<file path="config.mk">
export PLATFORM = sky130hd
export DESIGN_NAME = zmem_map_flat
export DESIGN_NICKNAME = d
export VERILOG_FILES = /design/src/rtl/zx_bus_pkg.sv /design/src/rtl/zx_mem_pkg.sv /design/src/rtl/port_state_if.sv /design/src/rtl/z80_bus_if.sv /design/src/rtl/zmem_map.sv /design/src/flat_wrapper.sv
export SDC_FILE = /design/constraint.sdc
export NUM_CORES = 1
export LEC_CHECK = 0
export ABC_CLOCK_PERIOD_IN_PS = 1380
export BUFFER_PORTS_ARGS = -buffer_cell sky130_fd_sc_hd__buf_2
export CAP_MARGIN = 20
export CORE_AREA = 2 2 39 41
export CTS_CLUSTER_DIAMETER = 60
export DETAILED_ROUTE_END_ITERATION = 10
export DIE_AREA = 0 0 41 43
export PLACE_DENSITY = 0.7
export SYNTH_ARGS = -nofsm -noshare
export SYNTH_HDL_FRONTEND = slang
export SYNTH_SLANG_ARGS = --single-unit
</file>
<file path="constraint.sdc">
create_clock -name fclk -period 1.38 [get_ports fclk]
set_input_delay 0.069 -clock fclk [delete_from_list [all_inputs] [get_ports fclk]]
set_output_delay 0.069 -clock fclk [all_outputs]
set_load 0.03 [all_outputs]
</file>
<file path="src/rtl/zx_bus_pkg.sv">
package zx_bus_pkg;

	localparam int ADDR_W = 16;
	localparam int DATA_W = 8;

	// hit when the masked address is zero
	localparam logic [ADDR_W-1:0] PORT_FE_MASK   = 16'h0001;
	localparam logic [ADDR_W-1:0] PORT_7FFD_MASK = 16'h8002;

	// full decode
	localparam logic [ADDR_W-1:0] PORT_EFF7_ADDR = 16'hEFF7;

	// under the 7ffd mask, a15 high selects the ay
	localparam logic [ADDR_W-1:0] AY_SEL = 16'h8000;

	// unmapped port readback
	localparam logic [DATA_W-1:0] DATA_IDLE = 8'hFF;

	// int acknowledge cycle
	function automatic logic ack_cycle(input logic iorq_n, input logic m1_n);
		return ~iorq_n & ~m1_n;
	endfunction

endpackage

</file>
<file path="src/rtl/zx_mem_pkg.sv">
package zx_mem_pkg;

	// a[15:14]
	typedef logic [1:0] win_idx_t;

	typedef logic [7:0] ram_page_t;

	// bit 0 selects 48k rom, bit 1 is dos
	typedef logic [1:0] rom_bank_t;

	// one page byte per window
	typedef union packed
	{
		ram_page_t ram;
		struct packed
		{
			logic [5:0] pad;
			rom_bank_t  bank;
		} rom;
	} page_word_u;

	// fixed pages of the middle windows
	localparam ram_page_t RAM_PAGE_WIN1 = 8'd5;
	localparam ram_page_t RAM_PAGE_WIN2 = 8'd2;

	// m1 fetch from #3Dxx enters dos
	localparam logic [7:0] DOS_TRAP_HI = 8'h3D;

endpackage

</file>
<file path="src/rtl/port_state_if.sv">
`timescale 1ns/1ns

interface port_state_if;

	logic [zx_bus_pkg::DATA_W-1:0] p7ffd;
	logic [zx_bus_pkg::DATA_W-1:0] peff7;
	logic                          lock;

	modport src (output p7ffd, output peff7, output lock);

	modport dst (input p7ffd, input peff7, input lock);

endinterface

</file>
<file path="src/rtl/z80_bus_if.sv">
`timescale 1ns/1ns

interface z80_bus_if;

	logic [zx_bus_pkg::ADDR_W-1:0] a;
	logic [zx_bus_pkg::DATA_W-1:0] din;
	logic                          iorq_n;
	logic                          mreq_n;
	logic                          rd_n;
	logic                          wr_n;
	logic                          m1_n;

	modport sink (input a, input din, input iorq_n, input mreq_n,
		input rd_n, input wr_n, input m1_n);

	// int acknowledge only
	modport ack (input iorq_n, input m1_n);

endinterface

</file>
<file path="src/rtl/zmem_map.sv">
`timescale 1ns/1ns

module zmem_map (
	input  logic                  fclk,
	input  logic                  rst_n,
	z80_bus_if.sink               bus,
	port_state_if.dst             pst,
	output logic                  csrom,
	output logic                  romoe_n,
	output logic                  rompg0_n,
	output logic                  dos_n,
	output logic                  ram_cs,
	output zx_mem_pkg::ram_page_t mem_page
);
	import zx_mem_pkg::*;

	win_idx_t   win;
	rom_bank_t  rom_bank;
	page_word_u pw;
	logic       romnram;
	logic       mem_act;
	logic       m1_rd;
	logic       m1_rd_q;
	logic       m1_stb;
	logic       dos;

	assign win      = bus.a[15:14];
	assign rom_bank = {dos, pst.p7ffd[4]};

	always_comb
	begin
		pw      = '0;
		romnram = 1'b0;
		case (win)
			2'd0:
			begin
				// eff7 bit 2 puts ram page 0 over the rom
				if (!pst.peff7[2])
				begin
					romnram     = 1'b1;
					pw.rom.bank = rom_bank;
				end
			end
			2'd1:
				pw.ram = RAM_PAGE_WIN1;
			2'd2:
				pw.ram = RAM_PAGE_WIN2;
			default:
				pw.ram = ram_page_t'(pst.p7ffd[2:0]);
		endcase
	end

	assign mem_act  = ~bus.mreq_n;
	assign csrom    = mem_act & romnram;
	assign romoe_n  = ~(csrom & ~bus.rd_n);
	assign ram_cs   = mem_act & ~romnram;
	assign mem_page = ram_cs ? pw.ram : '0;
	assign rompg0_n = ~rom_bank[0];

	////////////////////////////////////////
	// dos latch
	////////////////////////////////////////

	assign m1_rd  = ~bus.mreq_n & ~bus.rd_n & ~bus.m1_n;
	assign m1_stb = m1_rd & ~m1_rd_q;

	always_ff @(posedge fclk or negedge rst_n)
	begin
		if (!rst_n)
		begin
			m1_rd_q <= 1'b0;
			dos     <= 1'b0;
			dos_n   <= 1'b1;
		end
		else
		begin
			m1_rd_q <= m1_rd;
			dos_n   <= ~dos;
			if (m1_stb)
			begin
				if (bus.a[15:8] == DOS_TRAP_HI && rom_bank[0])
					dos <= 1'b1;
				else if (win != 2'd0)
					dos <= 1'b0;
			end
		end
	end

endmodule

</file>
<file path="src/flat_wrapper.sv">
// flat-port wrapper written by rule: the top's interface ports become plain ports
module zmem_map_flat import zx_mem_pkg::*;
  (fclk, rst_n, csrom, romoe_n, rompg0_n, dos_n, ram_cs, mem_page, bus_a, bus_din, bus_iorq_n, bus_mreq_n, bus_rd_n, bus_wr_n, bus_m1_n, pst_p7ffd, pst_peff7, pst_lock);
  z80_bus_if bus_i ();
  port_state_if pst_i ();
  input  logic fclk;
  input  logic rst_n;
  output logic csrom;
  output logic romoe_n;
  output logic rompg0_n;
  output logic dos_n;
  output logic ram_cs;
  output zx_mem_pkg::ram_page_t mem_page;
  input wire logic [$bits(bus_i.a)-1:0] bus_a;
  input wire logic [$bits(bus_i.din)-1:0] bus_din;
  input wire logic [$bits(bus_i.iorq_n)-1:0] bus_iorq_n;
  input wire logic [$bits(bus_i.mreq_n)-1:0] bus_mreq_n;
  input wire logic [$bits(bus_i.rd_n)-1:0] bus_rd_n;
  input wire logic [$bits(bus_i.wr_n)-1:0] bus_wr_n;
  input wire logic [$bits(bus_i.m1_n)-1:0] bus_m1_n;
  input wire logic [$bits(pst_i.p7ffd)-1:0] pst_p7ffd;
  input wire logic [$bits(pst_i.peff7)-1:0] pst_peff7;
  input wire logic [$bits(pst_i.lock)-1:0] pst_lock;
  assign bus_i.a = bus_a;
  assign bus_i.din = bus_din;
  assign bus_i.iorq_n = bus_iorq_n;
  assign bus_i.mreq_n = bus_mreq_n;
  assign bus_i.rd_n = bus_rd_n;
  assign bus_i.wr_n = bus_wr_n;
  assign bus_i.m1_n = bus_m1_n;
  assign pst_i.p7ffd = pst_p7ffd;
  assign pst_i.peff7 = pst_peff7;
  assign pst_i.lock = pst_lock;
  zmem_map u_core (.fclk(fclk), .rst_n(rst_n), .bus(bus_i), .pst(pst_i), .csrom(csrom), .romoe_n(romoe_n), .rompg0_n(rompg0_n), .dos_n(dos_n), .ram_cs(ram_cs), .mem_page(mem_page));
endmodule
</file>
==> metrics.md, run 1 <==
| Metric | Value |
|---|---|
| Leakage | `0.217 nW` |
| Die area | `1760 um2` |
| CTS tree | `built` |
| Max frequency | `873 MHz` |
| FF-to-FF End | `u_core.dos` |
| Slew Limit Fails | `0` |
| DP HPWL | `534 um` |
| Main synth FF type | `dfrtp_1` |
| Hold Path Class | `input pin to flop` |
| Site row count | `14` |
| Routability Congestion | `0.621` |
| Post-synth ARST share | `100%` |
| Root buffer cell | `clkbuf_4` |
| Worst-skew pair later-pin latency | `0.23 ns` |
| Clock slew at reported path FFs | `0.04 ns` |
| Avg Inst Size Synth | `7.88 um2` |
| Hold depth | `2` |
| Status | `complete, no violations` |
| Cell with the most instances after synthesis | `buf_4` |
| Initial Utilization | `17.1%` |
| Final hold viol count | `0` |
| Reg2reg start | `u_core.m1_rd_q` |
| Chip height | `43 um` |
| Final Critical Period | `1.15 ns` |
| CP required | `1.55 ns` |
| Global route overflow | `0` |
| Hold Crit Start | `bus_m1_n` |
| Nets | `108` |
| Reg2Reg Depth | `3` |
| Flops & latches, synth | `3` |
| Num ports | `61` |
| Initial antenna violation count | `0` |
| R2r setup slk | `0.23 ns` |
| Cells after DPL | `70` |
| RSZ-0062 raised after global routing | `no` |
| Maximum root-to-sink buffer count | `2` |
| Total CTS buffers | `3` |
| First-pass GRT wire length | `779 um` |
| Number of global-route vias before repair | `236` |
| Hold Path End | `u_core.m1_rd_q` |
| Cells after synthesis | `30` |
| Max-cap check violation count | `0` |
| Largest net degree at the start of global routing | `8` |
| Commonest cells in the netlist | `buf_4, inv_1, nor2_1` |
| CTS Sinks | `3` |
| Post-cts gate resize count | `0` |
| Core Footprint | `1380 um2` |
| Per-cell routed wire length | `8.07 um` |
| Synth top area share | `21.2%` |
| Nature of the critical path startpoint | `flop` |
| Synthesis-to-layout area growth | `67.2%` |
| Die X | `41 um` |
| Number of routed nets with antenna violations | `0` |
| IO Port Bufs | `25` |
| Post-Layout Cell Count | `75` |
| Crit path kind | `flop to flop` |
| DRC Markers | `0` |
| Initial DRC Count | `0` |
| ANT cells | `0` |
| Setup Total Neg Slack | `0 ns` |
| Post-Syn Area | `236 um2` |
| Synthesis Warnings | `0` |
| First-pass iteration count of the detailed router | `1` |
| Postcts setup bufs | `0` |
| EDFF count, synth | `0` |
| Share of cells above drive strength 1 | `52.5%` |
| Final period utilization | `83.0%` |
| Post-DR vias/cell | `3.87` |
| Area leader, netlist | `dfrtp_1` |
| Share of the yosys chip area belonging to registers | `32.3%` |
| GRT Total Usage | `7.03%` |
| H-tree lvl count | `1` |
| Min Hold Slack | `0.0111 ns` |
| Area contributors post-synth | `dfrtp_1, buf_4, dfstp_2, inv_1, nor4_2` |
| Placed Area | `359 um2` |
| Critical path data arrival time | `1.32 ns` |
| Cell Pwr Density | `862 nW/um2` |
| Design area | `395 um2` |
| Synth unique cells | `17` |
| Via count | `290` |
| Drt total wl | `605 um` |
| CP Max Fanout | `2` |
| Crit end category | `flop` |
| Worst IR Drop VDD | `0.381 mV` |
| Worst Clk Skew | `0.00289 ns` |
| Final setup fails | `0` |
area by class of cell:
class / count / area, um2
sequential: 3 / 76.3
tap: 16 / 20.0
multi-input combinational: 22 / 123
timing repair buffer: 26 / 135
clock buffer: 4 / 26.3
inverter: 4 / 15.0
fill: 154 / 988
timing repair:
item / 4_1_cts / 5_1_grt
endpoints found under the setup margin: 0 / 0
endpoints found under the hold margin: 3 / 0
hold buffers: 1 / 0
cell families after synthesis:
kind of cell	Yosys count	synth area share (%)
AO/OA/AOI/OAI	3	7.94
other	1	1.59
buffers and inverters	9	22.2
AND/OR/NAND/NOR	14	36.0
flip-flops	3	32.3
critical path, stage by stage (launching register included):
cell and delay, ns:
dfrtp_1 0.36, or4_4 0.43, nor4_2 0.14, o22a_1 0.16
cell usage in the layout, fill, tap and decap left out:
master	Yosys	final
dlygate4sd3_1	0	1
dfstp_2	1	1
nand4_1	1	1
nand2_1	2	2
or4_4	1	1
inv_1	4	4
nor3_1	2	2
buf_2	0	25
nor4_1	1	1
nor4_2	1	1
clkbuf_1	0	1
nor2b_1	1	1
nor2_1	3	3
conb_1	1	5
clkbuf_4	0	3
nor3b_1	1	1
nand2b_1	1	1
dfrtp_1	2	2
o22a_1	1	1
a21oi_1	2	2
flip-flops by register name, summed over array words and instances (netlist names):
| signal | flops |
|---|---|
| u_core.dos | 1 |
| u_core.dos_n | 1 |
| u_core.m1_rd_q | 1 |
power by group:
part / internal (mW) / total, mW / switching [mW]
clock: 0.108 / 0.153 / 0.0448
sequential: 0.0907 / 0.0913 / 0.000624
combinational: 0.0338 / 0.0966 / 0.0628
through the flow:
stage / utilization [%] / total power [mW] / setup WS, ns
final: 28.6 / 0.341 / 0.235
after global placement: 25.9 / 0.186 / 0.241
after detailed placement: 25.9 / 0.188 / 0.233
after global routing: 28.6 / 0.360 / 0.193
after floorplan: - / 0.156 / 0.244
after CTS: 28.6 / 0.352 / 0.229
how the worst max path moves through the flow:
stage / start / end / slack (ns) / cells past startpoint
floorplan: bus_a[15] / csrom / 0.24 / 1
global placement: u_core.m1_rd_q / u_core.dos / 0.24 / 3
detailed placement: u_core.m1_rd_q / u_core.dos / 0.23 / 3
CTS: u_core.m1_rd_q / u_core.dos / 0.23 / 3
global route: u_core.m1_rd_q / u_core.dos / 0.19 / 3
finish: u_core.m1_rd_q / u_core.dos / 0.23 / 3
routing by layer:
layer,track usage (%),vias up,share of wire [%]
met1,4.82,117,35
met3,1.57,0,16
li1,-,150,-
met2,12.5,23,49
met5,0,-,0
met4,8.00,0,0
Note: power is estimated with default switching activity, not from simulation.
==> run 2: changes to the inputs <==
--- a/config.mk
+++ b/config.mk
@@ -5,14 +5,14 @@
 export SDC_FILE = /design/constraint.sdc
 export NUM_CORES = 1
 export LEC_CHECK = 0
-export ABC_CLOCK_PERIOD_IN_PS = 1380
+export ABC_CLOCK_PERIOD_IN_PS = 1000
 export BUFFER_PORTS_ARGS = -buffer_cell sky130_fd_sc_hd__buf_2
 export CAP_MARGIN = 20
-export CORE_AREA = 2 2 39 41
+export CORE_MARGIN = 2
+export CORE_UTILIZATION = 18
 export CTS_CLUSTER_DIAMETER = 60
 export DETAILED_ROUTE_END_ITERATION = 10
-export DIE_AREA = 0 0 41 43
-export PLACE_DENSITY = 0.7
+export PLACE_DENSITY = 0.73
 export SYNTH_ARGS = -nofsm -noshare
 export SYNTH_HDL_FRONTEND = slang
 export SYNTH_SLANG_ARGS = --single-unit
==> constraint.sdc (replaced) <==
create_clock -name fclk -period 1 [get_ports fclk]
set_input_delay 0.05 -clock fclk [delete_from_list [all_inputs] [get_ports fclk]]
set_output_delay 0.05 -clock fclk [all_outputs]
set_load 0.03 [all_outputs]
==> metrics.md, run 2 (synthesis results as in run 1) <==
| Metric | Value |
|---|---|
| CP required | `1.17 ns (-0.38 ns)` |
| Maximum root-to-sink buffer count | `2 (unchanged)` |
| CP Cell Sequence | `or4_4 -> nor4_2 -> o22a_1` |
| CTS Sinks | `3 (unchanged)` |
| Cell Pwr Density | `1140 nW/um2 (+32%)` |
| Via count | `299 (+3.1%)` |
| Final hold viol count | `0 (unchanged)` |
| Nature of the critical path startpoint | `flop` |
| Drt total wl | `647 um (+6.9%)` |
| Hold Path Class | `input pin to flop` |
| Cells after DPL | `71 (+1.4%)` |
| First-pass iteration count of the detailed router | `1 (unchanged)` |
| Slew Limit Fails | `0 (unchanged)` |
| First-pass GRT wire length | `876 um (+12%)` |
| Worst-skew pair later-pin latency | `0.24 ns (about the same)` |
| Site row count | `13 (-1)` |
| CP max stage delay | `0.42 ns (about the same)` |
| Nets | `111 (+2.8%)` |
| Largest net degree at the start of global routing | `7 (-1)` |
| Setup Total Neg Slack | `-0.122 ns (-0.122 ns)` |
| Max frequency | `891 MHz (+2.0%)` |
| Most common cell after layout, fill and taps aside | `buf_2` |
| RSZ-0062 raised after global routing | `yes` |
| Cell family with most CP delay | `simple AND/OR/NAND/NOR gates` |
| Per-cell routed wire length | `8.40 um (+4.2%)` |
| IO Port Bufs | `25 (unchanged)` |
| H-tree lvl count | `1 (unchanged)` |
| Share of cells above drive strength 1 | `54.8% (+2.3 points)` |
| Number of routed nets with antenna violations | `0 (unchanged)` |
| DP HPWL | `518 um (-3.1%)` |
| Status | `finished with violations` |
| Root buffer cell | `clkbuf_4` |
| Number of global-route vias before repair | `227 (-3.8%)` |
| Clock slew at reported path FFs | `0.04 ns (about the same)` |
| Violated checks | `setup timing` |
| Crit end category | `flop` |
| Die area | `1620 um2 (-8.1%)` |
| Multi-input gate area | `129 um2 (+5.1%)` |
| Num ports | `61 (unchanged)` |
| Core Footprint | `1270 um2 (-8.3%)` |
| CTS tree | `built` |
| Initial DRC Count | `0 (unchanged)` |
| Slowest stage cell on the critical path | `or4_4` |
| Final setup fails | `1 (+1)` |
| GRT Total Usage | `9.17% (+2.1 points)` |
| Global route overflow | `0 (unchanged)` |
| Synthesis-to-layout area growth | `81.0%` |
| Final period utilization | `112% (+29 points)` |
| Worst Clk Skew | `0.00647 ns (+0.00358 ns)` |
| Fill cells | `141 (-8.4%)` |
| Crit path kind | `flop to flop` |
| ANT cells | `0 (unchanged)` |
| Worst IR Drop VDD | `0.503 mV (+32%)` |
| Max-cap check violation count | `0 (unchanged)` |
| CP bufs+invs | `0 (unchanged)` |
| Leakage | `0.233 nW (+7.4%)` |
| Total CTS buffers | `3 (unchanged)` |
| Initial Utilization | `18.6% (+1.6 points)` |
| CP Max Fanout | `2 (unchanged)` |
| Most frequent cells in the layout | `buf_2, conb_1, inv_1` |
| Chip height | `40.2 um (-6.4%)` |
| DRC Markers | `0 (unchanged)` |
| Post-Layout Cell Count | `77 (+2.7%)` |
| Post-DR vias/cell | `3.88 (+0.43%)` |
| Routability Congestion | `0.710 (+14%)` |
| Final Critical Period | `1.12 ns (-0.0228 ns)` |
| Initial antenna violation count | `0 (unchanged)` |
| Biggest regs | `u_core.dos x1, u_core.dos_n x1, u_core.m1_rd_q x1` |
| Die X | `40.2 um (-1.8%)` |
| Reg area | `76.3 um2 (unchanged)` |
| Final setup margin | `-0.122 ns (-0.357 ns)` |
| Critical path data arrival time | `1.29 ns (-0.03 ns)` |
run 2: changes by cell type in the layout (fill, tap and decap cells not counted), sizes merged:
cell,delta
buf,+2
dlygate4sd3,+1
run 2: layout make-up:
cell class | instances | area share [%]
multi-input combinational | 22 | 30.1
inverter | 4 | 3.51
timing repair buffer | 29 | 38.0
clock buffer | 4 | 6.14
tap | 15 | 4.39
sequential | 3 | 17.8
run 2: worst paths after layout:
check	cells after the start	slack, ns	end	start
min in group asynchronous	2	0.13	u_core.m1_rd_q	rst_n
max reg2reg	3	-0.12	u_core.dos	u_core.m1_rd_q
max	3	-0.12	u_core.dos	u_core.m1_rd_q
min	3	0.09	u_core.m1_rd_q	bus_rd_n
min reg2reg	1	0.38	u_core.dos_n	u_core.dos
max in group asynchronous	2	0.68	u_core.dos_n	rst_n
run 2: per-layer routing:
metal / share of wire [%] / vias up / global-route usage, %
met1: 38 / 126 / 7.67
met2: 50 / 19 / 14.5
met4: 0 / 0 / 7.50
li1: - / 154 / -
met5: 0 / - / 0
met3: 12 / 0 / 6.67
run 2: power by group:
group / leakage (nW) / switching [mW] / internal [mW]
Clock: 0.0150 / 0.0675 / 0.150
Combinational: 0.180 / 0.0908 / 0.0550
Sequential: 0.0379 / 0.000752 / 0.125
run 2: through the flow:
step	worst slack, ns	util [%]	power (mW)	cell area, um2	hold slack (ns)
2_1_floorplan	-0.0824	-	0.216	258	-0.246
3_3_place_gp	-0.0947	29.9	0.266	379	-0.152
3_5_place_dp	-0.113	29.9	0.268	379	-0.151
4_1_cts	-0.129	33.5	0.504	425	0.0770
5_1_grt	-0.154	33.7	0.538	428	0.0919
6_report	-0.122	33.7	0.489	428	0.0903
run 2: what timing repair did:
action,in CTS,in global routing
hold buffers,2,0
gates resized for setup,0,2
hold endpoints to repair,4,0
setup buffers,0,0
setup endpoints to repair,1,2
run 2: worst register-to-register path: cells and delay by family (launching register included):
family / cells / cell delay [ns]
compound gates: 1 / 0.15
flops: 1 / 0.35
simple gates: 2 / 0.56
==> run 3: changes to the inputs <==
--- a/config.mk
+++ b/config.mk
@@ -12,7 +12,7 @@
 export CORE_UTILIZATION = 18
 export CTS_CLUSTER_DIAMETER = 60
 export DETAILED_ROUTE_END_ITERATION = 10
-export PLACE_DENSITY = 0.73
+export PLACE_DENSITY = 0.82
 export SYNTH_ARGS = -nofsm -noshare
 export SYNTH_HDL_FRONTEND = slang
 export SYNTH_SLANG_ARGS = --single-unit
==> metrics.md, run 3 (synthesis results as in run 1) <==
| Metric | Value |
|---|---|
| Root buffer cell | `clkbuf_4` |
| First-pass GRT wire length | `793 um (-9.5%)` |
| Max frequency | `872 MHz (-2.1%)` |
| Die area | `1620 um2 (unchanged)` |
| Most common cell after layout, fill and taps aside | `buf_2` |
| DP HPWL | `566 um (+9.2%)` |
| Total CTS buffers | `3 (unchanged)` |
| Leakage | `0.231 nW (-0.80%)` |
| Per-cell routed wire length | `8.38 um (-0.31%)` |
| Final period utilization | `115% (+2.5 points)` |
| DRC Markers | `0 (unchanged)` |
| Most frequent cells in the layout | `buf_2, conb_1, inv_1, nor2_1, clkbuf_4` |
| CTS tree | `built` |
| Post-Layout Cell Count | `77 (unchanged)` |
| P_sw | `0.149 mW (-6.4%)` |
| Combinational power share | `30.4% (+0.6 points)` |
| Nature of the critical path startpoint | `flop` |
| Initial Utilization | `18.6% (unchanged)` |
| Crit end category | `flop` |
| Cell Pwr Density | `1120 nW/um2 (-1.7%)` |
| Post-DR vias/cell | `3.95 (+1.7%)` |
| H-tree lvl count | `1 (unchanged)` |
| Reg area | `76.3 um2 (unchanged)` |
| Clock power share | `43.3% (-1.2 points)` |
| Placed Area | `379 um2 (unchanged)` |
| Biggest regs | `u_core.dos x1, u_core.dos_n x1, u_core.m1_rd_q x1` |
| Max-cap check violation count | `0 (unchanged)` |
| Largest net degree at the start of global routing | `7 (unchanged)` |
| IO Port Bufs | `25 (unchanged)` |
| Multi-input gate area | `129 um2 (unchanged)` |
| Worst-skew pair later-pin latency | `0.23 ns (about the same)` |
| Global route overflow | `0 (unchanged)` |
| Site row count | `13 (unchanged)` |
| Status | `finished with violations` |
| Initial antenna violation count | `0 (unchanged)` |
| ANT cells | `0 (unchanged)` |
| Sw Share | `31.1% (-1.4 points)` |
| Maximum root-to-sink buffer count | `2 (unchanged)` |
| Cells after DPL | `71 (unchanged)` |
| Cell-internal power | `0.329 mW (-0.26%)` |
| Drt total wl | `645 um (-0.31%)` |
| Final hold viol count | `0 (unchanged)` |
| CP Max Fanout | `2 (unchanged)` |
| GRT Total Usage | `8.00% (-1.2 points)` |
| Synthesis-to-layout area growth | `79.9%` |
| Num ports | `61 (unchanged)` |
| Via count | `304 (+1.7%)` |
| Design area | `425 um2 (-0.58%)` |
| Slew Limit Fails | `0 (unchanged)` |
| Clock slew at reported path FFs | `0.04 ns (about the same)` |
| Routability Congestion | `0.644 (-9.3%)` |
| Initial DRC Count | `3 (+3)` |
| Final Critical Period | `1.15 ns (+0.0245 ns)` |
| Fill cells | `141 (unchanged)` |
| Share of cells above drive strength 1 | `54.8% (unchanged)` |
| CP required | `1.16 ns (about the same)` |
| Violated checks | `setup timing` |
| Critical path data arrival time | `1.31 ns (+0.02 ns)` |
| First-pass iteration count of the detailed router | `2 (+1)` |
| Worst Clk Skew | `0.000923 ns (-0.00555 ns)` |
| Chip height | `40.2 um (unchanged)` |
| Number of routed nets with antenna violations | `0 (unchanged)` |
| Worst IR Drop VDD | `0.577 mV (+15%)` |
| Final setup margin | `-0.147 ns (-0.0245 ns)` |
| Hold Path Class | `input pin to flop` |
| Final setup fails | `1 (unchanged)` |
| Number of global-route vias before repair | `251 (+11%)` |
| RSZ-0062 raised after global routing | `yes` |
| Core Footprint | `1270 um2 (unchanged)` |
| CTS Sinks | `3 (unchanged)` |
| Sequential Power Share | `26.4% (+0.7 points)` |
| Crit path kind | `flop to flop` |
| Die X | `40.2 um (unchanged)` |
| Nets | `111 (unchanged)` |
-- run 3: changes by cell type in the layout (fill, tap and decap cells not counted) --
cell	previous run	this run
buf_2	24	25
buf_4	3	2
-- run 3: critical path: stages, from the launching register on --
cell     delay, ns
dfrtp_1       0.35
or4_4         0.42
nor4_2        0.15
o22a_1        0.16
-- run 3: final cells by class --
class	count	share of cell area [%]
inverters	4	3.53
flip-flops and latches	3	17.9
multi-input cells	22	30.3
well taps	15	4.41
repair buffers	29	37.6
clock buffers	4	6.18
-- run 3: routing by layer --
layer | up-vias | track usage [%] | part of all wire, %
met1 | 129 | 5.61 | 37
met5 | - | 0 | 0
met4 | 0 | 10.0 | 0
li1 | 154 | - | -
met3 | 0 | 1.67 | 12
met2 | 21 | 15.3 | 51
-- run 3: stage by stage --
step	hold WS (ns)	setup TNS, ns	utilization [%]	total power, mW	setup slack, ns
2_1_floorplan	-0.246	-0.0824	-	0.216	-0.0824
3_3_place_gp	-0.153	-0.0943	29.9	0.265	-0.0943
3_5_place_dp	-0.151	-0.152	29.9	0.267	-0.152
4_1_cts	0.0917	-0.160	33.5	0.495	-0.160
5_1_grt	0.0974	-0.189	33.5	0.522	-0.189
6_report	0.0985	-0.147	33.5	0.478	-0.147
-- run 3: final timing paths --
path	start	endpoint	slack, ns	cells after the start
max	u_core.m1_rd_q	u_core.dos	-0.15	3
max reg2reg	u_core.m1_rd_q	u_core.dos	-0.15	3
min in group asynchronous	rst_n	u_core.m1_rd_q	0.14	2
min	bus_rd_n	u_core.m1_rd_q	0.1	3
min reg2reg	u_core.dos	u_core.dos_n	0.39	1
max in group asynchronous	rst_n	u_core.dos_n	0.66	2
-- run 3: power by group through the flow --
stage	Clock (mW)	Sequential (mW)	Combinational, mW
2_1_floorplan	0	0.128	0.0881
3_3_place_gp	0	0.127	0.138
3_5_place_dp	0	0.127	0.140
4_1_cts	0.223	0.126	0.146
5_1_grt	0.237	0.126	0.159
6_report	0.207	0.126	0.145
-- run 3: what timing repair did --
item / 4_1_cts / 5_1_grt
hold buffers: 2 / 0
endpoints found under the setup margin: 1 / 1
buffers inserted: 0 / 0
endpoints found under the hold margin: 4 / 0
resized for setup: 0 / 0
pin swaps: 0 / 0
